## src/verilog/loader_pkg.sv

```systemverilog
// Shared widths, file indexes and packed buses of the download path
// File indexes compare against the low six bits of the host index
`default_nettype none

package loader_pkg;

	// ============================================================
	// Widths
	// ============================================================
	localparam int IOCTL_ADDR_W = 27;
	localparam int IOCTL_DATA_W = 16;
	localparam int MEM_WORD_W   = 32;
	localparam int PIF_ADDR_W   = 10;

	// File indexes from the host menu
	localparam logic [5:0] IDX_PIF       = 6'd0;
	localparam logic [5:0] IDX_CART_MAIN = 6'd1;
	localparam logic [5:0] IDX_CART_GB   = 6'd2;

	// Handheld cart lands 8 MB into the external memory
	localparam logic [IOCTL_ADDR_W-1:0] CART_GB_BASE = 27'd8388608;

	// Write buffer, two entries of margin for the registered wait
	localparam int FIFO_DEPTH = 8;
	localparam int FIFO_AFULL = FIFO_DEPTH - 2;

	// ============================================================
	// Buses
	// ============================================================
	typedef struct packed {
		logic                    download;
		logic                    wr;
		logic [IOCTL_ADDR_W-1:0] addr;
		logic [IOCTL_DATA_W-1:0] data;
		logic [7:0]              index;
	} ioctl_bus_t;

	typedef struct packed {
		logic [IOCTL_ADDR_W-1:0] addr;
		logic [MEM_WORD_W-1:0]   data;
	} mem_word_t;

	typedef struct packed {
		logic [PIF_ADDR_W-1:0] addr;
		logic [MEM_WORD_W-1:0] data;
	} pif_write_t;

endpackage

`default_nettype wire

```

## src/verilog/ioctl_word_packer.sv

```systemverilog
// Expects the even half-word (addr bit 1 clear) before its odd partner
// Download flags lag ioctl download by one cycle, so the host must raise it early
`timescale 1ns/100ps
`default_nettype none

module ioctl_word_packer (
	input  wire                                     clk_1x,
	input  wire                                     RESET,
	input  wire loader_pkg::ioctl_bus_t             ioctl,
	output loader_pkg::pif_write_t                  pif,
	output logic                                    pif_wren,
	output logic                                    push,
	output loader_pkg::mem_word_t                   push_word,
	output logic                                    romcopy_start,
	output logic [loader_pkg::IOCTL_ADDR_W-1:0]     romcopy_size,
	output logic                                    cart_loaded
);

	// Registered per-index download flags
	logic pif_download;
	logic main_download;
	logic gb_download;
	logic download_d;

	// Even half-word waiting for its odd partner
	logic [loader_pkg::IOCTL_ADDR_W-1:0] even_addr;
	logic [loader_pkg::IOCTL_DATA_W-1:0] even_data;
	logic                                even_idx6;

	logic [5:0] file_idx;
	logic       wr_even;
	logic       wr_odd;
	logic       main_done;

	assign file_idx  = ioctl.index[5:0];
	assign wr_even   = ioctl.wr & ~ioctl.addr[1];
	assign wr_odd    = ioctl.wr & ioctl.addr[1];
	// Falling edge of the main cart download
	assign main_done = ~ioctl.download & download_d & (file_idx == loader_pkg::IDX_CART_MAIN);

	// ============================================================
	// Control
	// ============================================================
	always_ff @(posedge clk_1x) begin
		if (!RESET) begin
			pif_download  <= 1'b0;
			main_download <= 1'b0;
			gb_download   <= 1'b0;
			download_d    <= 1'b0;
			pif_wren      <= 1'b0;
			push          <= 1'b0;
			romcopy_start <= 1'b0;
			cart_loaded   <= 1'b0;
		end else begin
			pif_download  <= ioctl.download & (file_idx == loader_pkg::IDX_PIF);
			main_download <= ioctl.download & (file_idx == loader_pkg::IDX_CART_MAIN);
			gb_download   <= ioctl.download & (file_idx == loader_pkg::IDX_CART_GB);
			download_d    <= ioctl.download;

			pif_wren      <= pif_download & wr_odd;
			push          <= gb_download & wr_odd;
			romcopy_start <= main_done;

			if (main_download) begin
				cart_loaded <= 1'b1;
			end
		end
	end

	// ============================================================
	// Payload
	// ============================================================
	always_ff @(posedge clk_1x) begin
		if (wr_even) begin
			even_addr <= ioctl.addr;
			even_data <= ioctl.data;
			even_idx6 <= ioctl.index[6];
		end

		// Boot ROM word is stored byte-swapped within each half
		if (pif_download && wr_odd) begin
			pif.addr         <= {even_idx6, even_addr[10:2]};
			pif.data[31:24]  <= even_data[7:0];
			pif.data[23:16]  <= even_data[15:8];
			pif.data[15:8]   <= ioctl.data[7:0];
			pif.data[7:0]    <= ioctl.data[15:8];
		end

		// Cart word packs the even half in the low half
		if (gb_download && wr_odd) begin
			push_word.addr <= even_addr + loader_pkg::CART_GB_BASE;
			push_word.data <= {ioctl.data, even_data};
		end

		if (main_done) begin
			romcopy_size <= ioctl.addr;
		end
	end

endmodule

`default_nettype wire

```

## src/verilog/write_fifo.sv

```systemverilog
// DEPTH must be a power of two; almost_full trips at the shared threshold
// A push into a full buffer or a pop from an empty one is ignored
`timescale 1ns/100ps
`default_nettype none

module write_fifo #(
	parameter int DEPTH = loader_pkg::FIFO_DEPTH
) (
	input  wire                         clk_1x,
	input  wire                         RESET,
	input  wire                         push,
	input  wire loader_pkg::mem_word_t  push_word,
	input  wire                         pop,
	output loader_pkg::mem_word_t       head,
	output logic                        empty,
	output logic                        almost_full
);

	localparam int PTR_W = $clog2(DEPTH);
	localparam int CNT_W = $clog2(DEPTH + 1);

	loader_pkg::mem_word_t mem [DEPTH];

	logic [PTR_W-1:0] wr_ptr;
	logic [PTR_W-1:0] rd_ptr;
	logic [CNT_W-1:0] count;
	logic             full;
	logic             do_push;
	logic             do_pop;

	assign full        = (count == CNT_W'(DEPTH));
	assign empty       = (count == '0);
	assign almost_full = (count >= CNT_W'(loader_pkg::FIFO_AFULL));
	assign do_push     = push & ~full;
	assign do_pop      = pop & ~empty;

	// Head is read straight from storage
	assign head = mem[rd_ptr];

	always_ff @(posedge clk_1x) begin
		if (do_push) begin
			mem[wr_ptr] <= push_word;
		end
	end

	// ============================================================
	// Pointers and occupancy
	// ============================================================
	always_ff @(posedge clk_1x) begin
		if (!RESET) begin
			wr_ptr <= '0;
			rd_ptr <= '0;
			count  <= '0;
		end else begin
			// Pointers wrap naturally at a power-of-two depth
			if (do_push) begin
				wr_ptr <= wr_ptr + 1'b1;
			end
			if (do_pop) begin
				rd_ptr <= rd_ptr + 1'b1;
			end

			case ({do_push, do_pop})
				2'b10:   count <= count + 1'b1;
				2'b01:   count <= count - 1'b1;
				default: count <= count;
			endcase
		end
	end

endmodule

`default_nettype wire

```

## src/verilog/mem_write_port.sv

```systemverilog
// Write-only four-phase req/ack master, one transfer at a time
// mem_word holds from the rise of mem_req until mem_ack has fallen
`timescale 1ns/100ps
`default_nettype none

module mem_write_port (
	input  wire                         clk_1x,
	input  wire                         RESET,
	input  wire                         empty,
	input  wire loader_pkg::mem_word_t  head,
	input  wire                         mem_ack,
	output logic                        pop,
	output logic                        mem_req,
	output loader_pkg::mem_word_t       mem_word
);

	typedef enum logic [1:0] {
		ST_IDLE    = 2'd0,
		ST_REQ     = 2'd1,
		ST_RELEASE = 2'd2
	} port_state_t;

	port_state_t state;

	// Take the head as soon as the port is free
	assign pop     = (state == ST_IDLE) & ~empty;
	assign mem_req = (state == ST_REQ);

	// ============================================================
	// Handshake FSM
	// ============================================================
	always_ff @(posedge clk_1x) begin
		if (!RESET) begin
			state <= ST_IDLE;
		end else begin
			case (state)
				ST_IDLE: begin
					if (!empty) begin
						state <= ST_REQ;
					end
				end
				ST_REQ: begin
					// Ack marks the write as done
					if (mem_ack) begin
						state <= ST_RELEASE;
					end
				end
				ST_RELEASE: begin
					// Wait for ack to drop before the next request
					if (!mem_ack) begin
						state <= ST_IDLE;
					end
				end
				default: begin
					state <= ST_IDLE;
				end
			endcase
		end
	end

	always_ff @(posedge clk_1x) begin
		if (pop) begin
			mem_word <= head;
		end
	end

endmodule

`default_nettype wire

```

## src/verilog/rom_loader_top.sv

```systemverilog
// Download path from the ioctl port to boot ROM, cart memory and copy trigger
// Host must honour ioctl_wait as seen at the previous clock edge
`timescale 1ns/100ps
`default_nettype none

module rom_loader_top (
	input  wire                                     clk_1x,
	input  wire                                     RESET,
	input  wire loader_pkg::ioctl_bus_t             ioctl,
	input  wire                                     mem_ack,
	output logic                                    ioctl_wait,
	output loader_pkg::pif_write_t                  pif,
	output logic                                    pif_wren,
	output logic                                    mem_req,
	output loader_pkg::mem_word_t                   mem_word,
	output logic                                    romcopy_start,
	output logic [loader_pkg::IOCTL_ADDR_W-1:0]     romcopy_size,
	output logic                                    cart_loaded
);

	logic                  push;
	loader_pkg::mem_word_t push_word;
	logic                  pop;
	loader_pkg::mem_word_t head;
	logic                  empty;
	logic                  almost_full;

	// ============================================================
	// Host throttle
	// ============================================================
	always_ff @(posedge clk_1x) begin
		if (!RESET) begin
			ioctl_wait <= 1'b0;
		end else begin
			ioctl_wait <= almost_full;
		end
	end

	ioctl_word_packer i_ioctl_word_packer (
		.clk_1x        (clk_1x),
		.RESET         (RESET),
		.ioctl         (ioctl),
		.pif           (pif),
		.pif_wren      (pif_wren),
		.push          (push),
		.push_word     (push_word),
		.romcopy_start (romcopy_start),
		.romcopy_size  (romcopy_size),
		.cart_loaded   (cart_loaded)
	);

	write_fifo #(
		.DEPTH (loader_pkg::FIFO_DEPTH)
	) i_write_fifo (
		.clk_1x      (clk_1x),
		.RESET       (RESET),
		.push        (push),
		.push_word   (push_word),
		.pop         (pop),
		.head        (head),
		.empty       (empty),
		.almost_full (almost_full)
	);

	mem_write_port i_mem_write_port (
		.clk_1x   (clk_1x),
		.RESET    (RESET),
		.empty    (empty),
		.head     (head),
		.mem_ack  (mem_ack),
		.pop      (pop),
		.mem_req  (mem_req),
		.mem_word (mem_word)
	);

endmodule

`default_nettype wire

```

## config.mk

```make
export PLATFORM = sky130hd
export DESIGN_NAME = rom_loader_top
export DESIGN_NICKNAME = d
export VERILOG_FILES = /design/src/verilog/loader_pkg.sv /design/src/verilog/ioctl_word_packer.sv /design/src/verilog/write_fifo.sv /design/src/verilog/mem_write_port.sv /design/src/verilog/rom_loader_top.sv
export SDC_FILE = /design/constraint.sdc
export NUM_CORES = 1
export LEC_CHECK = 0
export ABC_AREA = 1
export BUFFER_PORTS_ARGS = -buffer_cell sky130_fd_sc_hd__buf_2
export CAP_MARGIN = 20
export CORE_MARGIN = 8
export CORE_UTILIZATION = 60
export CTS_CLUSTER_SIZE = 10
export DETAILED_ROUTE_END_ITERATION = 12
export PLACE_DENSITY_LB_ADDON = 0.3
export SLEW_MARGIN = 20
export SYNTH_ARGS = -nofsm -noshare
export SYNTH_HDL_FRONTEND = slang
export SYNTH_SLANG_ARGS = --single-unit
```

## constraint.sdc

```tcl
create_clock -name clk_1x -period 11.3 [get_ports clk_1x]
set_input_delay 1.695 -clock clk_1x [delete_from_list [all_inputs] [get_ports clk_1x]]
set_output_delay 1.695 -clock clk_1x [all_outputs]
set_load 0.02 [all_outputs]
```

; Yosys cells after proc, flatten, opt, wreduce, memory -nomap -nowiden
; Memories as Yosys holds them, arrays and structs flattened. A register that Yosys moved wholly into a read port is not among the register bits.
; Cells that the tools add are included.
[word_totals]
reg_bits = 193
latch_bits = 0
ramBits = 472
romBits = 0
input_bits = 56
out_inout_bits = 133
elab_cells = 68
memories = 1
[op_classes]
add_sub_neg = 5
n_mul = 0
n_div = 0
n_lt_le_gt_ge = 1
eq_ne = 10
n_shift = 0
n_mux = 7
bitwise = 16
reduce_logical = 7
[mem_list]
columns = memory, depth, width, read_ports, rd_ports_with_merged_regs, wr, line
row1 = i_write_fifo.mem, 8, 59, 1, 1, 1, write_fifo.sv:22  ; loader_pkg::mem_word_t mem [DEPTH];
[op_table]
columns = operator, n
row1 = adder 27 x 24 -> 27 bit (second input constant), 1
row2 = AND 1 bit, 12
row3 = case mux 4 bit (2 select lines), 1
row4 = adder 3 x 1 -> 3 bit (second input constant), 2
row5 = equality test 6 x 1 -> 1 bit (second input constant), 1
row6 = equality test 6 x 2 -> 1 bit (second input constant), 1
row7 = zero test 6 bit, 1
row8 = two-way mux 2 bit, 3
row9 = inequality test 2 bit (second input constant), 3
row10 = case mux 2 bit (3 select lines), 1
row11 = adder 4 x 1 -> 4 bit (second input constant), 1
row12 = equality test 2 x 1 -> 1 bit (second input constant), 2
row13 = equality test 2 bit (second input constant), 2
row14 = equality test 4 bit (second input constant), 1
row15 = >= comparator 4 x 3 -> 1 bit (second input constant), 1
row16 = zero test 4 bit, 1
row17 = inverter 1 bit, 4
row18 = subtractor 4 x 1 -> 4 bit (second input constant), 1
row19 = AND reduction 3 bit, 1
row20 = logical AND 1 bit, 2
row21 = zero test 2 bit, 1
row22 = two-way mux 1 bit, 2
row23 = nonzero test 2 bit, 1

; Logic depth before layout (Yosys ltp)
; Gate-level depths: netlist (run 1).
[depth]
depth_word = 6
depth_mapped = 13
depth_no_buf = 13

; Modules after synthesis
; Synthesis (run 1) repeated with hierarchy kept, for this count alone.
[unflattened]
hier_cells = 1721
area_unflattened_um2 = 26397.8
[modules_own_cells]
columns = mod, instances, cells_per_inst, area_per_inst_um2
row1 = write_fifo, 1, 1421, 18975.7
row2 = ioctl_word_packer, 1, 223, 5524.0
row3 = mem_write_port, 1, 74, 1870.5
row4 = rom_loader_top, 1, 3, 27.5

; Worst setup path after synthesis (run 1)
; OpenSTA, ideal clock, no wires.
[synth_timing]
kind = input port to flip-flop
start = input port ioctl[51] (netlist bit)
end = register, netlist name i_ioctl_word_packer.push_word[0]
setup_time_ps = 549
t_arrival_ps = 5811
required_time_ps = 10751
path_slack_ps = 4940
stages = 2
n_path_buf = 0
cell_sequence = inv_1 -> nor3_1
[synth_via]
elab_chain_cells = 2
[synth_rtl]
columns = element, line
row1 = from (decl), rom_loader_top.sv:9  ; input wire loader_pkg::ioctl_bus_t ioctl,
row2 = AND 1 bit, ioctl_word_packer.sv:37  ; assign wr_odd = ioctl.wr & ioctl.addr[1];
row3 = logical AND 1 bit, ioctl_word_packer.sv:90  ; if (gb_download && wr_odd) begin
; Every way passes these cells.
; A chain may end at the register's enable or synchronous reset.

==> results of run 1 <==
-- worst max-delay path, stage by stage, from the launching register on --
cell,delay [ns]
dfxtp_4,1.01
inv_6,0.56
buf_4,0.55
nor2_1,0.19
o22ai_1,0.10
nand2_1,0.09
nand2_1,0.16
-- state kept, by name, indices dropped and copies added (netlist names) --
register / cells
i_ioctl_word_packer.pif_wren: 1
i_ioctl_word_packer.pif: 42
i_ioctl_word_packer.even_addr: 27
i_ioctl_word_packer.cart_loaded: 1
i_write_fifo.wr_ptr: 3
ioctl_wait: 1
i_mem_write_port.state: 2
i_ioctl_word_packer.main_download: 1
i_write_fifo.rd_ptr: 3
i_ioctl_word_packer.download_d: 1
i_mem_write_port.mem_word: 59
i_ioctl_word_packer.romcopy_start: 1
i_ioctl_word_packer.even_idx6: 1
i_ioctl_word_packer.gb_download: 1
i_ioctl_word_packer.even_data: 16
i_write_fifo.mem: 472
i_write_fifo.count: 4
i_ioctl_word_packer.romcopy_size: 27
i_ioctl_word_packer.push: 1
i_ioctl_word_packer.pif_download: 1
i_ioctl_word_packer.push_word: 59
-- placed cells by master (no fill, tap or decap), drive strengths merged --
cell type / instances
clkbuf: 99
nand2: 196
ha: 6
nor2: 266
clkinv: 1
nor3b: 1
nor4: 3
nor3: 4
dfxtp: 21
inv: 28
xor2: 2
o22ai: 59
nand4: 1
o21ai: 244
nand3: 9
mux2i: 59
edfxtp: 703
buf: 209
xnor2: 3
a21oi: 10
-- path summary, 6_finish.rpt --
| kind | startpoint | endpoint | slack (ns) | depth (start not counted) |
|---|---|---|---|---|
| max | i_write_fifo.rd_ptr[0] | i_mem_write_port.mem_word[14] | 8.27 | 6 |
| min | i_ioctl_word_packer.even_addr[20] | i_ioctl_word_packer.push_word[52] | 0.42 | 0 |
| max reg2reg | i_write_fifo.rd_ptr[0] | i_mem_write_port.mem_word[14] | 8.27 | 6 |
| min reg2reg | i_ioctl_word_packer.even_addr[20] | i_ioctl_word_packer.push_word[52] | 0.42 | 0 |
-- metal layers --
metal / part of all wire / track usage / wire [um] / vias up
met2: 0.51 / 0.358 / 27000 / 611
li1: - / - / - / 6634
met3: 0.086 / 0.0441 / 4600 / 98
met5: 0 / 0 / 0 / -
met1: 0.39 / 0.262 / 20600 / 7071
met4: 0.022 / 0.0742 / 1150 / 0
-- cells by family after synthesis --
| group | Yosys count |
|---|---|
| flops | 724 |
| fa+ha+maj | 6 |
| xor+xnor | 5 |
| compound gates | 313 |
| simple gates | 480 |
| mux | 59 |
| buf+inv | 114 |
-- power by group --
group / switching, uW / leakage, uW / internal, uW / total [uW]
clock network: 918 / 0.00110 / 1360 / 2280
logic: 836 / 0.00269 / 368 / 1200
registers: 120 / 0.00655 / 3130 / 3250
total: 1870 / 0.0103 / 4870 / 6740
-- stage by stage --
| step | cells | hold WS [ns] | cell area (um2) |
|---|---|---|---|
| after global routing | 2509 | 0.428 | 30000 |
| after global placement | 2408 | 0.403 | 27800 |
| after floorplan | 1701 | 0.400 | 26300 |
| after detailed placement | 2408 | 0.407 | 27800 |
| final | 2509 | 0.416 | 30000 |
| after CTS | 2508 | 0.420 | 30000 |
-- final cells by class --
class,count,share of cell area
Inverter,28,0.00371
Clock buffer,99,0.0743
Multi-Input combinational cell,863,0.143
Sequential cell,724,0.717
Clock inverter,1,0.000292
Timing Repair Buffer,209,0.0373
Tap cell,585,0.0244
==> impl_metrics.json, run 1 <==
{
  "cellLeakagePower_uw": 0.0103,
  "io_buffers": 187,
  "synth.top_cell.area_share": 0.802,
  "cts_root_buf": "clkbuf_16",
  "grt_max_degree": 116,
  "synth_top_family_by_area": "simple AND/OR/NAND/NOR gates",
  "hold_class": "flop to flop",
  "critPathArrivalTime_ns": 3.33,
  "maxCapViolCount": 0,
  "synth_xor_area_frac": 0.00166,
  "ys.warnings.count": 0,
  "drt_iter0_drc": 1048,
  "drtPass1Iterations": 6,
  "layout-drive-gt1-share": 0.164,
  "antenna_left": 0,
  "place_ws_ns": 7.42,
  "synthMuxAreaShare": 0.0224,
  "synthAdderAreaFrac": 0.00285,
  "clock_path_buffers": 3,
  "synth_ff_type": "edfxtp_1",
  "setup_violations": 0,
  "die_w_um": 225,
  "tightestPinTransition_ns": 1.12,
  "regArea_um2": 21500,
  "cts-resized-gates": 0,
  "peakVddDrop_uv": 179,
  "dp_hpwl_um": 27300,
  "postCtsHoldBufs": 0,
  "ys_seq_area_frac": 0.818,
  "utilization": 0.696,
  "netlist_instances": 1701,
  "hold_viol": 0,
  "min_period_over_period": 0.268,
  "synth-edff-count": 703,
  "endpoint_kind": "flop",
  "slew_viol_final": 0,
  "fin_worst_skew_ns": 0.0157,
  "antenna_found_initial": 0,
  "syn-num-nets": 1763,
  "rows": 76,
  "power_density_nw_per_um2": 224,
  "num-nets-final": 1970,
  "timing.final.ws_setup_ns": 8.27,
  "cp-start-kind": "flop",
  "wl_per_cell_um": 21.2,
  "ys_async_sr_fraction": 0,
  "timing.fmax_mhz": 330,
  "routed_wl_um": 53300,
  "drc": 0,
  "max-slew-margin-rel": 0.257,
  "antenna_cells": 0,
  "syn_to_final_growth_pct": 14.1,
  "fin_tns_setup_ns": 0,
  "timing_worst_setup_path_type": "flop to flop",
  "multiInputGateArea_um2": 4290,
  "yosys-top-cells-count": "703 x edfxtp_1, 266 x nor2_1, 196 x nand2_1",
  "rsz0062_at_grt": "false",
  "power_uw": 6740,
  "gp_congestion": 0.748,
  "synth_top_cell_by_area": "edfxtp_1",
  "grt_first_pass_wirelength_um": 81000,
  "syn_area_per_cell_um2": 15.5,
  "htreeDepth": 3,
  "cts_sinks": 724,
  "numCtsBuffers": 82,
  "grt_pass1_vias": 14738,
  "synth.area.top_cells": "edfxtp_1 80%, nor2_1 3.8%, o21ai_0 3.3%",
  "cts_setup_buffers": 0,
  "ys_types": 27,
  "fp.dieArea_um2": 50800,
  "required_ns": 11.61,
  "path_max_fanout": 113,
  "cts_tree": "done",
  "vias": 14414,
  "io_pins": 189,
  "via_per_inst": 5.74,
  "synth_area_um2": 26300,
  "core_um2": 43200,
  "gr-usage-all-layers": 0.209,
  "synthMostInstantiatedCell": "edfxtp_1",
  "die_y_um": 225,
  "grt_overflow_total": 0,
  "clkTransAtPathRegs_ns": 0.05,
  "ys_ff_latch": 724,
  "clk_latency_ns": 0.60,
  "fin_crit_ns": 3.03,
  "fillCellCount": 2762,
  "synth_compound_area_frac": 0.0623,
  "initial_core_util": 0.610,
  "synthSimpleGateAreaFrac": 0.0696,
  "status": "completed"
}
Note: power is estimated with default switching activity, not from simulation.
==> run 2, diff against run 1 <==
--- a/config.mk
+++ b/config.mk
@@ -9,7 +9,7 @@
 export BUFFER_PORTS_ARGS = -buffer_cell sky130_fd_sc_hd__buf_2
 export CAP_MARGIN = 20
 export CORE_MARGIN = 8
-export CORE_UTILIZATION = 60
+export CORE_UTILIZATION = 54
 export CTS_CLUSTER_SIZE = 10
 export DETAILED_ROUTE_END_ITERATION = 12
 export PLACE_DENSITY_LB_ADDON = 0.3
==> constraint.sdc (replaced) <==
create_clock -name clk_1x -period 2.7 [get_ports clk_1x]
set_input_delay 0.405 -clock clk_1x [delete_from_list [all_inputs] [get_ports clk_1x]]
set_output_delay 0.405 -clock clk_1x [all_outputs]
set_load 0.02 [all_outputs]
==> run 2 against run 1 <==
Against the previous run: wire length increased by 3.7%; flip-flop and latch count unchanged; largest cell class unchanged; sequential share of layout area decreased by 1.5 points.
==> impl_metrics.json, run 2 (synthesis results as in run 1) <==
{
  "cellLeakagePower_uw": 0.0106,
  "critPathArrivalTime_ns": 2.25,
  "max-slew-margin-rel": 0.359,
  "fin_worst_skew_ns": 0.0106,
  "vias": 14653,
  "htreeDepth": 3,
  "endpoint_kind": "flop",
  "cts_sinks": 724,
  "top_register": "i_write_fifo.mem",
  "gp_congestion": 0.740,
  "die_w_um": 237,
  "clkTransAtPathRegs_ns": 0.05,
  "peakVddDrop_uv": 666,
  "required_ns": 2.93,
  "clock_path_buffers": 3,
  "fin_crit_ns": 2.02,
  "numCtsBuffers": 82,
  "min_period_over_period": 0.746,
  "cts_setup_buffers": 0,
  "fp.dieArea_um2": 56100,
  "utilization": 0.632,
  "grt_first_pass_wirelength_um": 84500,
  "hold_class": "primary input to flop",
  "wl_per_cell_um": 21.3,
  "regArea_um2": 21500,
  "hold_viol": 0,
  "cp-start-kind": "flop",
  "drtPass1Iterations": 6,
  "power_density_nw_per_um2": 923,
  "grt_overflow_total": 0,
  "status": "completed",
  "placed_cells": 2462,
  "largestRegisters": "i_write_fifo.mem: 472 flops, i_ioctl_word_packer.push_word: 59 flops, i_mem_write_port.mem_word: 59 flops",
  "io_buffers": 187,
  "fin_cells": 2597,
  "final_common_cell": "edfxtp_1",
  "path_max_fanout": 27,
  "whs_path_depth": 1,
  "syn_to_final_growth_pct": 16.6,
  "die_y_um": 237,
  "io_pins": 189,
  "core_um2": 48500,
  "grt_max_degree": 105,
  "timing.fmax_mhz": 496,
  "fin_tns_setup_ns": 0,
  "dp_hpwl_um": 29300,
  "timing_worst_setup_path_type": "flop to flop",
  "num-nets-final": 2018,
  "multiInputGateArea_um2": 4310,
  "rsz0062_at_grt": "false",
  "fillCellCount": 3339,
  "largest_reg_flops": 472,
  "rows": 81,
  "drt_iter0_drc": 1164,
  "initial_core_util": 0.542,
  "gr-usage-all-layers": 0.195,
  "antenna_cells": 0,
  "maxCapViolCount": 0,
  "routed_wl_um": 55300,
  "final_cell_mix": "703 x edfxtp_1, 255 x nor2_1, 195 x nand2_1, 187 x buf_2, 175 x o21ai_0",
  "setup_violations": 0,
  "via_per_inst": 5.64,
  "rr_worst_depth": 7,
  "grt_pass1_vias": 14991,
  "cts_root_buf": "clkbuf_16",
  "tightestPinTransition_ns": 0.961,
  "slew_viol_final": 0,
  "clk_latency_ns": 0.60,
  "antenna_found_initial": 4,
  "drc": 0,
  "layout-drive-gt1-share": 0.172,
  "antenna_left": 0,
  "worst_hold_slack_ns": 0.0315,
  "cts_tree": "done"
}
run 2: cell count changes in the layout (fill, tap and decap cells not counted), moves of 2 or more:
cell           before  now
dlygate4sd3_1       0   32
buf_12              0   17
clkbuf_1           11   15
dfxtp_1            18   14
dfxtp_2             0    4
clkbuf_16          87   85
nor2_1            257  255
nor2_2              0    2
run 2: area by class of cell:
class / instances / share of cell area
Inverter: 28 / 0.00359
Clock buffer: 100 / 0.0711
Timing Repair Buffer: 257 / 0.0571
Multi-Input combinational cell: 863 / 0.140
Tap cell: 622 / 0.0253
Sequential cell: 724 / 0.702
Clock inverter: 3 / 0.000734
run 2: repair_timing:
| action | CTS | global route |
|---|---|---|
| gates resized for setup | 0 | 0 |
| hold buffers | 32 | 0 |
| endpoints found under the hold margin | 68 | 0 |
| setup endpoints to repair | 0 | 0 |
run 2: through the flow:
step | power (uW) | worst slack (ns) | cell area, um2
4_1_cts | 28600 | 0.680 | 30700
6_report | 28300 | 0.685 | 30700
2_1_floorplan | 17500 | -1.07 | 26400
3_5_place_dp | 19000 | 0.687 | 28200
5_1_grt | 29600 | 0.484 | 30700
3_3_place_gp | 18900 | 0.733 | 28200
run 2: worst paths after layout:
path                                          start                                end  slack [ns]
hold / removal                            ioctl[23]  i_ioctl_word_packer.push_word[31]        0.03
hold reg to reg   i_ioctl_word_packer.even_addr[11]  i_ioctl_word_packer.push_word[43]        0.42
setup / recovery              i_write_fifo.count[1]            i_write_fifo.mem[7][13]        0.68
setup reg to reg              i_write_fifo.count[1]            i_write_fifo.mem[7][13]        0.68
run 2: power breakdown:
part / switching [uW] / total, uW / leakage (uW) / internal, uW
registers: 304 / 13400 / 0.00655 / 13100
clock network: 3890 / 9480 / 0.00108 / 5590
logic: 3740 / 5430 / 0.00296 / 1690
total: 7940 / 28300 / 0.0106 / 20400
run 2: worst max-delay path, stage by stage, from the launching register on:
cell	delay, ns
dfxtp_2	0.39
nor2_2	0.08
nand3_1	0.09
nand2_1	0.17
nor2_1	0.14
inv_1	0.17
nor2_4	0.16
buf_4	0.45
run 2: layer usage:
layer	share of wire	global-route usage	vias to the layer above
met1	0.41	0.250	7293
met2	0.49	0.323	520
li1	-	-	6728
met4	0.028	0.0734	4
met5	0.00042	0	-
met3	0.077	0.0441	108
==> run 3, diff against run 2 <==
==> constraint.sdc (replaced) <==
create_clock -name clk_1x -period 1.78 [get_ports clk_1x]
set_input_delay 0.267 -clock clk_1x [delete_from_list [all_inputs] [get_ports clk_1x]]
set_output_delay 0.267 -clock clk_1x [all_outputs]
set_load 0.02 [all_outputs]
==> run 3 against run 2 <==
Against the previous run: sequential share of layout area decreased by 2.8 points; combinational power is 67% higher; die area unchanged; core utilization grew 2.6 points; global-route usage hardly changed; register-to-register slack lost 0.61 ns; wire length grew 4.2%; via count increased by 2.5%; clock-buffer cell count increased by 4; worst setup slack got worse by 0.65 ns; flip-flop and latch count unchanged; critical path type is now primary input to flop; critical endpoint is now i_ioctl_word_packer.pif_download; highest routed layer unchanged.
==> impl_metrics.json, run 3 (synthesis results as in run 1) <==
{
  "status": "completed",
  "peakVddDrop_uv": 1100,
  "grt_overflow_total": 0,
  "hold_end": "i_ioctl_word_packer.main_download",
  "final_area_um2": 32000,
  "via_per_inst": 5.62,
  "numCtsBuffers": 83,
  "largestRegisters": "i_write_fifo.mem: 472 flops, i_ioctl_word_packer.push_word: 59 flops, i_mem_write_port.mem_word: 59 flops",
  "critPathArrivalTime_ns": 2.29,
  "timing_worst_setup_path_type": "primary input to flop",
  "path_max_fanout": 3,
  "fp.dieArea_um2": 56100,
  "largest_reg_flops": 472,
  "drc": 0,
  "fillCellCount": 3218,
  "antenna_left": 0,
  "tightestPinTransition_ns": 0.438,
  "slowest_delay_ns": 0.55,
  "r2r_start": "i_write_fifo.count[2]",
  "io_buffers": 187,
  "maxCapViolCount": 0,
  "gp_congestion": 0.779,
  "top_register": "i_write_fifo.mem",
  "dp_hpwl_um": 30700,
  "syn_to_final_growth_pct": 21.5,
  "cellLeakagePower_uw": 0.0111,
  "multiInputGateArea_um2": 4370,
  "required_ns": 2.33,
  "cp_common_cell": "dlygate4sd3_1",
  "timing.final.ws_setup_ns": 0.0360,
  "initial_core_util": 0.542,
  "fin_crit_ns": 1.74,
  "rows": 81,
  "num-nets-final": 2087,
  "cts_tree": "done",
  "final_cell_mix": "703 x edfxtp_1, 251 x nor2_1, 193 x nand2_1, 187 x buf_2, 174 x o21ai_0",
  "htreeDepth": 3,
  "grt_first_pass_wirelength_um": 84200,
  "endpoint_kind": "flop",
  "io_pins": 189,
  "whs_path_depth": 3,
  "max-slew-margin-rel": 0.708,
  "drt_iter0_drc": 1400,
  "utilization": 0.659,
  "grt_max_degree": 89,
  "regArea_um2": 21600,
  "layout-drive-gt1-share": 0.197,
  "hold_viol": 0,
  "die_y_um": 237,
  "antenna_cells": 0,
  "clock_path_buffers": 3,
  "drtPass1Iterations": 5,
  "vias": 15016,
  "critical_path.cell_chain": "dlygate4sd3_1 -> buf_2 -> nor2_4 -> dlygate4sd3_1 -> nand3_1 -> dlygate4sd3_1 -> nor2_1",
  "hp-start": "ioctl[0]",
  "wl_per_cell_um": 21.5,
  "rrSetupSlack_ns": 0.07,
  "cts_sinks": 724,
  "setup_violations": 0,
  "final_common_cell": "edfxtp_1",
  "placed_cell_area_um2": 28700,
  "routed_wl_um": 57600,
  "clk_latency_ns": 0.60,
  "cp_slowest_cell": "dlygate4sd3_1",
  "fin_worst_skew_ns": 0.0155,
  "antenna_found_initial": 1,
  "timing.fmax_mhz": 573,
  "gr-usage-all-layers": 0.194,
  "slew_viol_final": 0,
  "hold_class": "primary input to flop",
  "clkTransAtPathRegs_ns": 0.06,
  "core_um2": 48500,
  "cts_root_buf": "clkbuf_16",
  "place_ws_ns": -0.00283,
  "cp-start-kind": "primary input",
  "fin_tns_setup_ns": 0,
  "min_period_over_period": 0.980,
  "r2r-end": "i_write_fifo.mem[3][6]",
  "rr_worst_depth": 9,
  "grt_pass1_vias": 14880,
  "die_w_um": 237,
  "power_density_nw_per_um2": 1380
}
## run 3: changes by cell type in the layout (fill, tap and decap cells not counted), moves of 4 or more
| cell | before | now |
|---|---|---|
| clkbuf_16 | 85 | 95 |
| inv_2 | 1 | 5 |
| nor2_1 | 255 | 251 |
| nor2_4 | 9 | 14 |
| inv_1 | 26 | 20 |
| dlygate4sd3_1 | 32 | 55 |
| buf_12 | 17 | 43 |
| buf_8 | 0 | 4 |
## run 3: worst max path at each step
stage / start / end / slack, ns / cells past startpoint
2_1_floorplan: i_write_fifo.count[3] / i_write_fifo.count[2] / -0.89 / 11
3_3_place_gp: i_write_fifo.count[2] / i_write_fifo.mem[1][17] / 0.04 / 8
3_5_place_dp: i_write_fifo.count[2] / i_write_fifo.mem[1][17] / -0.003 / 8
4_1_cts: i_write_fifo.count[2] / i_write_fifo.mem[1][56] / -0.02 / 8
5_1_grt: i_mem_write_port.state[0] / i_write_fifo.count[2] / -0.01 / 11
6_report: ioctl[2] / i_ioctl_word_packer.pif_download / 0.04 / 7
## run 3: power breakdown
group | internal [uW] | leakage (uW) | total (uW) | switching (uW)
Sequential | 19900 | 0.00656 | 20300 | 447
Combinational | 3170 | 0.00344 | 9070 | 5890
Clock | 8660 | 0.00111 | 14700 | 6080
## run 3: area by class of cell
type                    count  share of cell area
inverters                  28             0.00356
clock buffers             104              0.0694
repair buffers            325              0.0896
multi-input cells         863               0.137
well taps                 622              0.0243
flip-flops and latches    724               0.674
clock inverters             7             0.00219
## run 3: worst max-delay path: cells and delay by family
family                 cells  cell delay [ns]
and+or+nand+nor            3             0.26
buffers and inverters      4             1.77
## run 3: per-stage QoR
step	total power, uW	cells	hold slack [ns]
floorplan	26500	1701	0.346
global placement	29200	2484	0.402
detailed placement	29400	2484	0.406
CTS	44300	2651	0.0353
global route	46000	2673	0.0964
finish	44200	2673	0.104
## run 3: routing by layer
layer | up-vias | wire length [um] | global-route usage
li1 | 6893 | - | -
met1 | 7435 | 23600 | 0.255
met2 | 590 | 28100 | 0.318
met3 | 96 | 4530 | 0.0477
met4 | 2 | 1280 | 0.0633
met5 | - | 12 | 0
## run 3: what timing repair did
item	CTS	global route
hold buffers	56	0
endpoints found under the setup margin	31	195
buffers inserted	0	11
resized for setup	0	30
gates cloned	0	12
hold endpoints to repair	116	0
pin swaps	0	12
